===== src/source/m92_defs.svh =====
// bus width macros for the CPU memory decode
// bank register I/O port and SDRAM region base addresses

`ifndef M92_DEFS_SVH
`define M92_DEFS_SVH

// ==============================
// bus widths
// ==============================

// CPU memory address, 1 MB space
`define M92_CPU_AW 20
// SDRAM word address
`define M92_SDR_AW 25
// CPU and SDRAM data bus
`define M92_DW 16
// CPU I/O port address
`define M92_IO_AW 8
// ROM bank register width
`define M92_BANK_W 4

// I/O port that loads the ROM bank register
`define M92_BANK_PORT 8'h20

// ==============================
// SDRAM region bases
// ==============================

// only the upper bits take part in the address build
`define M92_ROM_BASE 25'h000_0000
`define M92_VRAM_BASE 25'h020_0000
`define M92_RAM_BASE 25'h021_0000

`endif


===== src/source/m92_pkg.sv =====
// shared types for the CPU memory decode
// address typedefs, board configuration, region constants,
// bus structs and the sequencer state encoding

`include "m92_defs.svh"

package m92_pkg;

	// ==============================
	// plain vector types
	// ==============================

	typedef logic [`M92_CPU_AW-1:0] cpu_addr_t;
	typedef logic [`M92_SDR_AW-1:0] sdr_addr_t;
	typedef logic [`M92_DW-1:0] bus_data_t;
	typedef logic [`M92_BANK_W-1:0] bank_t;

	// per-board settings, static during a run
	typedef struct packed {
		// which of address bits 19..16 come from the bank register
		bank_t bank_mask;
		// 0x80000 page becomes writable video RAM
		logic alt_map;
	} board_cfg_t;

	// sdram placement of each memory region
	localparam sdr_addr_t REGION_CPU_ROM_BASE = `M92_ROM_BASE;
	localparam sdr_addr_t REGION_VRAM_BASE = `M92_VRAM_BASE;
	localparam sdr_addr_t REGION_CPU_RAM_BASE = `M92_RAM_BASE;

	// ==============================
	// bus bundles
	// ==============================

	// one CPU memory access, rd and wr are single cycle strobes
	typedef struct packed {
		cpu_addr_t addr;
		bus_data_t wdata;
		logic rd;
		logic wr;
	} cpu_req_t;

	// translator result for the current CPU address
	typedef struct packed {
		sdr_addr_t sdr_addr;
		logic writable;
		logic ram_rom;
		logic buffer;
		logic sprite_control;
		logic video_control;
		logic eeprom;
	} decode_t;

	// peripheral select pulses, one cycle wide
	typedef struct packed {
		logic buffer;
		logic sprite_control;
		logic video_control;
		logic eeprom;
		logic we;
		cpu_addr_t addr;
	} periph_sel_t;

	// bus sequencer states
	typedef enum logic [1:0] {
		IDLE,
		SDR_WAIT,
		RESPOND
	} seq_state_t;

endpackage


===== src/source/address_translator.sv =====
// CPU memory map decoder
// maps a CPU address to an SDRAM address or a peripheral select,
// with ROM banking and the alternate video RAM mapping

module address_translator (
	input m92_pkg::cpu_addr_t addr,
	input m92_pkg::bank_t bank_select,
	input m92_pkg::board_cfg_t board_cfg,

	output m92_pkg::decode_t dec
);

	// bank bits merged over address bits 19..16 under the board mask
	m92_pkg::bank_t bank_a19_16;
	// page bits used for plain ROM accesses
	m92_pkg::bank_t rom_page;

	assign bank_a19_16 = (bank_select & board_cfg.bank_mask)
		| (addr[19:16] & ~board_cfg.bank_mask);

	// banked window is 0xa0000 to 0xbffff only
	assign rom_page = (addr[19:17] == 3'b101) ? bank_a19_16 : addr[19:16];

	// ==============================
	// memory map
	// ==============================

	always_comb begin
		// nothing selected unless a region matches
		dec = '0;

		casez (addr)
			// ROM at 0xc0000 to 0xcffff, read only
			20'b1100_????_????_????_????: begin
				dec.ram_rom = 1'b1;
				dec.sdr_addr = {m92_pkg::REGION_CPU_ROM_BASE[24:16], addr[15:0]};
			end
			// video RAM at 0xd0000 to 0xdffff
			20'b1101_????_????_????_????: begin
				dec.ram_rom = 1'b1;
				dec.writable = 1'b1;
				dec.sdr_addr = {m92_pkg::REGION_VRAM_BASE[24:16], addr[15:0]};
			end
			// work RAM at 0xe0000 to 0xeffff
			20'b1110_????_????_????_????: begin
				dec.ram_rom = 1'b1;
				dec.writable = 1'b1;
				dec.sdr_addr = {m92_pkg::REGION_CPU_RAM_BASE[24:16], addr[15:0]};
			end
			// eeprom, 0xf0000 to 0xf3fff
			20'b1111_00??_????_????_????: dec.eeprom = 1'b1;
			// sprite buffer from 0xf8000
			20'b1111_1000_????_????_????: dec.buffer = 1'b1;
			// sprite control registers 0xf9000 to 0xf900f
			20'b1111_1001_0000_0000_????: dec.sprite_control = 1'b1;
			// video control, two words at 0xf9800
			20'b1111_1001_1000_0000_000?: dec.video_control = 1'b1;
			// reset vector fetched from the ROM page ending 0x7fff
			20'b1111_1111_1111_1111_????: begin
				dec.ram_rom = 1'b1;
				dec.sdr_addr = {m92_pkg::REGION_CPU_ROM_BASE[24:20], 16'h7fff, addr[3:0]};
			end
			// rest of the 0xf0000 page has no device
			20'b1111_????_????_????_????: dec = '0;
			// 0x00000 to 0xbffff
			default: begin
				dec.ram_rom = 1'b1;
				if (board_cfg.alt_map && addr[19:16] == 4'h8) begin
					// some boards put video RAM in the 0x8xxxx page
					dec.writable = 1'b1;
					dec.sdr_addr = {m92_pkg::REGION_VRAM_BASE[24:16], addr[15:0]};
				end else begin
					dec.sdr_addr = {m92_pkg::REGION_CPU_ROM_BASE[24:20], rom_page, addr[15:0]};
				end
			end
		endcase
	end

endmodule


===== src/source/bank_latch.sv =====
// ROM bank register
// loaded by CPU I/O writes to the bank port

`include "m92_defs.svh"

module bank_latch (
	input logic clk_sys,
	input logic rst,

	// CPU I/O write strobe and its port and data
	input logic io_wr,
	input logic [`M92_IO_AW-1:0] io_addr,
	input m92_pkg::bus_data_t io_wdata,

	// selects the 64 KB ROM page seen at 0xa0000 to 0xbffff
	output m92_pkg::bank_t bank
);

	logic bank_wr;

	// only the bank port loads the register
	assign bank_wr = io_wr && (io_addr == `M92_BANK_PORT);

	// ==============================
	// bank register
	// ==============================

	always_ff @(posedge clk_sys) begin
		if (rst) begin
			bank <= '0;
		end else if (bank_wr) begin
			// low data bits carry the bank number
			bank <= io_wdata[`M92_BANK_W-1:0];
		end
	end

endmodule


===== src/source/cpu_bus_sequencer.sv =====
// CPU bus sequencer
// runs one CPU access at a time against SDRAM or a peripheral,
// drops ROM writes and answers with ready and read data

module cpu_bus_sequencer (
	input logic clk_sys,
	input logic rst,

	// CPU request and its decode, both valid on the strobe cycle
	input m92_pkg::cpu_req_t req,
	input m92_pkg::decode_t dec,

	// SDRAM request, held until ack
	output logic sdr_req,
	output m92_pkg::sdr_addr_t sdr_addr,
	output logic sdr_we,
	output m92_pkg::bus_data_t sdr_wdata,
	input logic sdr_ack,
	input m92_pkg::bus_data_t sdr_rdata,

	// peripheral pulses and CPU answer
	output m92_pkg::periph_sel_t periph_sel,
	output logic ready,
	output m92_pkg::bus_data_t rdata
);

	m92_pkg::seq_state_t state;

	// access being served
	m92_pkg::cpu_req_t req_q;
	m92_pkg::decode_t dec_q;

	logic strobe;
	logic to_sdram;
	logic responding;
	logic periph_hit;

	assign strobe = req.rd | req.wr;

	// reads of any ram/rom region, writes only where writable
	assign to_sdram = dec.ram_rom & (req.rd | dec.writable);

	// ==============================
	// state machine
	// ==============================

	always_ff @(posedge clk_sys) begin
		if (rst) begin
			state <= m92_pkg::IDLE;
			sdr_req <= 1'b0;
		end else begin
			case (state)
				m92_pkg::IDLE: begin
					if (strobe && to_sdram) begin
						state <= m92_pkg::SDR_WAIT;
						sdr_req <= 1'b1;
					end else if (strobe) begin
						// peripheral, dropped write or unmapped
						state <= m92_pkg::RESPOND;
					end
				end
				m92_pkg::SDR_WAIT: begin
					// request stays up until the controller takes it
					if (sdr_ack) begin
						state <= m92_pkg::RESPOND;
						sdr_req <= 1'b0;
					end
				end
				m92_pkg::RESPOND: state <= m92_pkg::IDLE;
				default: state <= m92_pkg::IDLE;
			endcase
		end
	end

	// ==============================
	// request and data capture
	// ==============================

	always_ff @(posedge clk_sys) begin
		if (state == m92_pkg::IDLE && strobe) begin
			req_q <= req;
			dec_q <= dec;
			// zero unless an SDRAM read fills it
			rdata <= '0;
		end
		// read data is only valid in the ack cycle
		if (state == m92_pkg::SDR_WAIT && sdr_ack && !req_q.wr) begin
			rdata <= sdr_rdata;
		end
	end

	// address and write data stay stable from the captured request
	assign sdr_addr = dec_q.sdr_addr;
	assign sdr_we = req_q.wr;
	assign sdr_wdata = req_q.wdata;

	// ready is the single RESPOND cycle
	assign responding = (state == m92_pkg::RESPOND);
	assign ready = responding;

	assign periph_hit = responding & (dec_q.buffer | dec_q.sprite_control
		| dec_q.video_control | dec_q.eeprom);

	// selects pulse together with ready, ram_rom accesses have none set
	always_comb begin
		periph_sel.buffer = responding & dec_q.buffer;
		periph_sel.sprite_control = responding & dec_q.sprite_control;
		periph_sel.video_control = responding & dec_q.video_control;
		periph_sel.eeprom = responding & dec_q.eeprom;
		periph_sel.we = periph_hit & req_q.wr;
		periph_sel.addr = periph_hit ? req_q.addr : '0;
	end

endmodule


===== src/source/cpu_mem_bus.sv =====
// CPU side memory bus top level
// bank latch, address translator and bus sequencer

`include "m92_defs.svh"

module cpu_mem_bus (
	input logic clk_sys,
	input logic rst,
	input m92_pkg::board_cfg_t board_cfg,

	// CPU memory access
	input m92_pkg::cpu_req_t cpu_req,

	// CPU I/O writes
	input logic io_wr,
	input logic [`M92_IO_AW-1:0] io_addr,
	input m92_pkg::bus_data_t io_wdata,

	// SDRAM port
	output logic sdr_req,
	output m92_pkg::sdr_addr_t sdr_addr,
	output logic sdr_we,
	output m92_pkg::bus_data_t sdr_wdata,
	input logic sdr_ack,
	input m92_pkg::bus_data_t sdr_rdata,

	// peripherals and CPU answer
	output m92_pkg::periph_sel_t periph_sel,
	output logic ready,
	output m92_pkg::bus_data_t rdata
);

	m92_pkg::bank_t bank;
	m92_pkg::decode_t dec;

	// ==============================
	// submodules
	// ==============================

	bank_latch bank_latch (
		.clk_sys(clk_sys), .rst(rst),
		.io_wr(io_wr), .io_addr(io_addr), .io_wdata(io_wdata),
		.bank(bank)
	);

	// decode runs off the live CPU address
	address_translator address_translator (
		.addr(cpu_req.addr), .bank_select(bank),
		.board_cfg(board_cfg), .dec(dec)
	);

	cpu_bus_sequencer cpu_bus_sequencer (
		.clk_sys(clk_sys), .rst(rst),
		.req(cpu_req), .dec(dec),
		.sdr_req(sdr_req), .sdr_addr(sdr_addr), .sdr_we(sdr_we),
		.sdr_wdata(sdr_wdata), .sdr_ack(sdr_ack), .sdr_rdata(sdr_rdata),
		.periph_sel(periph_sel), .ready(ready), .rdata(rdata)
	);

endmodule


===== config.mk =====
export PLATFORM = sky130hd
export DESIGN_NAME = cpu_mem_bus
export DESIGN_NICKNAME = d
export VERILOG_FILES = /design/src/source/m92_pkg.sv /design/src/source/address_translator.sv /design/src/source/bank_latch.sv /design/src/source/cpu_bus_sequencer.sv /design/src/source/cpu_mem_bus.sv
export VERILOG_INCLUDE_DIRS = /design/src /design/src/source
export SDC_FILE = /design/constraint.sdc
export NUM_CORES = 1
export LEC_CHECK = 0
export BUFFER_PORTS_ARGS = -buffer_cell sky130_fd_sc_hd__buf_2
export CELL_PAD_IN_SITES_DETAIL_PLACEMENT = 0
export CELL_PAD_IN_SITES_GLOBAL_PLACEMENT = 2
export CORE_ASPECT_RATIO = 1.5
export CORE_MARGIN = 2
export CORE_UTILIZATION = 29
export CTS_CLUSTER_SIZE = 28
export DETAILED_ROUTE_END_ITERATION = 6
export GPL_TIMING_DRIVEN = 0
export HOLD_SLACK_MARGIN = 0.12
export PLACE_DENSITY = 0.81
export SETUP_SLACK_MARGIN = 0.5
export SLEW_MARGIN = 20
export SYNTH_ARGS = -nofsm -noshare
export SYNTH_HDL_FRONTEND = slang
export SYNTH_SLANG_ARGS = --single-unit

===== constraint.sdc =====
create_clock -name clk_sys -period 6.7 [get_ports clk_sys]
set_clock_uncertainty 0.2 [all_clocks]
set_input_delay 0 -clock clk_sys [delete_from_list [all_inputs] [get_ports clk_sys]]
set_output_delay 0 -clock clk_sys [all_outputs]
set_load 0.02 [all_outputs]

==> results.json <==
{
  "status": "finished clean",
  "overflow": 0,
  "ys_seq_area_share_pct": 66.7,
  "hold_viol_final": 0,
  "rsz0062_at_grt": "false",
  "wl_um": 9290,
  "die_area_um2": 13800,
  "cts_tree": "done",
  "hp-class": "primary input to flop",
  "ctsHtreeMaxLevel": 3,
  "fin_util_pct": 46.4,
  "drive_above_1_share_pct": 45.5,
  "area_growth_pct": 56.0,
  "cp_slowest_stage_delay_ns": 0.48,
  "worstPathCellList": "buf_2 -> nor3_2 -> buf_4 -> buf_6 -> buf_4 -> buf_4 -> buf_6",
  "cp.arrival_ns": 2.31,
  "grt_pass1_vias": 2815,
  "critPathCaptureType": "flop",
  "dp_hpwl_um": 6690,
  "gp_congestion": 0.735,
  "clk_latency_ns": 0.33,
  "drv_slew": 0,
  "peakVddDrop_mv": 0.110,
  "vias": 2820,
  "clock-root-buffer": "clkbuf_16",
  "startpoint_type": "flop",
  "sw_frac_of_total_pct": 26.5,
  "track_usage_pct": 13.4,
  "fin_hold_ws_ns": 0.167,
  "grt_pass1_wl_um": 13800,
  "power_uw": 1480,
  "routedWlPerCell_um": 13.8,
  "powerDensity_nw_per_um2": 255,
  "fmax_ghz": 0.405,
  "std_cell_rows": 50,
  "postSynthCellCount": 263,
  "pwr-share-clk_pct": 33.9,
  "postLayoutCellArea_um2": 5800,
  "avgSynthCellArea_um2": 14.1,
  "layout_setup_ws_ns": 4.23,
  "core_area_um2": 12500,
  "max-cap-violations": 0,
  "post_cts_resized": 0,
  "viasPerCell": 4.19,
  "synth_area_um2": 3720,
  "cp_max_fo": 11,
  "antenna_found_initial": 0,
  "required_ns": 6.54,
  "pin_count": 172,
  "start_util_pct": 29.7,
  "crit_path_start": "cpu_bus_sequencer.state[0]$_SDFFE_PP0P_",
  "cts_inserted_buffers": 9,
  "postPlaceCellArea_um2": 4760,
  "slew_headroom_pct": 63.5,
  "combPwrFrac_pct": 20.6,
  "drc": 0,
  "die_h_um": 143,
  "antenna_cells": 0,
  "clockBufferDepth": 2,
  "antenna_left": 0,
  "path_class": "flop to flop",
  "r2r-start": "cpu_bus_sequencer.state[0]$_SDFFE_PP0P_",
  "grt_max_degree": 17,
  "power.leakage_uw": 0.00256,
  "numClockSinks": 85,
  "ys.flop_type": "edfxtp_1",
  "hold_start": "cpu_req[7]",
  "clk_pin_slew_ns": 0.07,
  "synthArstFlopShare_pct": 0,
  "min_period_ns": 2.47,
  "dpl_worst_slack_ns": 4.20,
  "synth_cell_types": 44,
  "p_seq_share_pct": 45.6,
  "cp_slowest_cell": "nor3_2",
  "synth_warnings": 0,
  "port_buffers": 154,
  "ys_ff_latch": 85,
  "cell_internal_pwr_uw": 1090,
  "drt_iter0_markers": 70,
  "finalNetCount": 599,
  "die_x_um": 96.5,
  "nFillCells": 1194,
  "power.switching_uw": 392,
  "cp_common_cell": "buf_4",
  "synth_edf_count": 78,
  "tightest_slew_ns": 0.542,
  "post-route-period-util_pct": 36.8,
  "drt_pass1_iterations": 4,
  "final-setup-viol-count": 0
}
## kinds of logic after synthesis
family | after synthesis | synth area share, %
simple gates | 105 | 18.3
flops | 85 | 66.7
buf+inv | 53 | 9.82
compound gates | 15 | 4.00
mux | 4 | 1.08
other cells | 1 | 0.101
## layout make-up
cell class,count,area (um2),share of cell area [%]
Sequential cell,85,2480,42.8
Timing Repair Buffer,235,1570,27.1
Multi-Input combinational cell,128,888,15.3
Buffer,51,358,6.17
Clock buffer,10,229,3.95
Tap cell,156,195,3.36
Clock inverter,6,70.1,1.21
Inverter,2,7.51,0.129
## cells in the mapped netlist (all sizes together) (2+ instances only)
library cell,n,share of area [%]
edfxtp,78,63
and2,57,9.6
buf,46,9.0
nor2,10,1.0
dfxtp,7,3.8
nand2,6,0.61
clkbuf,5,0.57
nor3,5,0.67
mux2i,4,1.1
nand4,4,1.1
nor4,4,0.84
a21oi,3,0.40
nor4b,3,0.87
inv,2,0.20
nand3,2,0.27
nand4b,2,0.47
nand4bb,2,0.61
o21ai,2,0.27
o31ai,2,0.91
o41ai,2,0.87
## critical path: cells and delay by family, from the launching register on
| kind | cells | cell delay, ns |
|---|---|---|
| buf+inv | 6 | 1.20 |
| simple gates | 1 | 0.48 |
| flops | 1 | 0.30 |
## state kept, by name (all words and copies together) (netlist names)
name	flops
cpu_bus_sequencer.state	2
cpu_bus_sequencer.dec_q	4
cpu_bus_sequencer.rdata	16
cpu_bus_sequencer.req_q	20
cpu_bus_sequencer.sdr_addr	21
bank_latch.bank	4
cpu_bus_sequencer.sdr_wdata	16
cpu_bus_sequencer.sdr_we	1
cpu_bus_sequencer.sdr_req	1
## path summary, 6_finish.rpt
kind,endpoint,slack (ns),cells after the start
worst max-delay path,cpu_bus_sequencer.sdr_addr[14]$_DFFE_PP_,4.23,7
worst min-delay path,cpu_bus_sequencer.sdr_wdata[5]$_DFFE_PP_,0.17,2
worst max register to register,cpu_bus_sequencer.sdr_addr[14]$_DFFE_PP_,4.23,7
worst min register to register,cpu_bus_sequencer.sdr_req$_SDFFE_PP0P_,0.40,3
## routing by layer
layer  GRT usage (%)  up-vias  part of all wire [%]
met3            4.01       12                   7.1
li1                -     1402                     -
met4            4.23        0                   1.5
met2            25.4      106                    55
met1            13.6     1300                    37
met5               0        -                     0
## layout by cell type, fill, tap and decap left out, drive strengths merged, types with 2 or more instances in the layout
cell	netlist	layout
nor2	10	10
edfxtp	78	78
dfxtp	7	7
dlygate4sd3	0	74
nor3	5	5
and2	57	57
nand2	6	6
nand3	2	2
nand4bb	2	2
nor4b	3	3
nand4b	2	2
mux2i	4	4
buf	46	207
o31ai	2	2
a21oi	3	3
clkbuf	5	15
clkinvlp	0	3
nor4	4	4
o21ai	2	2
inv	2	4
conb	1	4
o41ai	2	2
nand4	4	4
## through the flow
step / TNS [ns] / instances
floorplan: 0 / 266
global placement: -61.94 / 576
detailed placement: 0 / 583
CTS: 0 / 673
global route: 0 / 673
finish: 0 / 673
## repair_timing
item | in CTS | in global routing
hold endpoints to repair | 90 | 0
setup buffers | 0 | 0
hold buffers | 74 | 0
## power groups by stage
stage | combinational (uW) | sequential (uW) | clock [uW]
final | 304 | 673 | 500
after floorplan | 147 | 709 | 0
after CTS | 308 | 674 | 515
after global routing | 329 | 679 | 534
after global placement | 261 | 694 | 0
after detailed placement | 276 | 685 | 0
No activity file was read; power rests on OpenSTA's default activity.
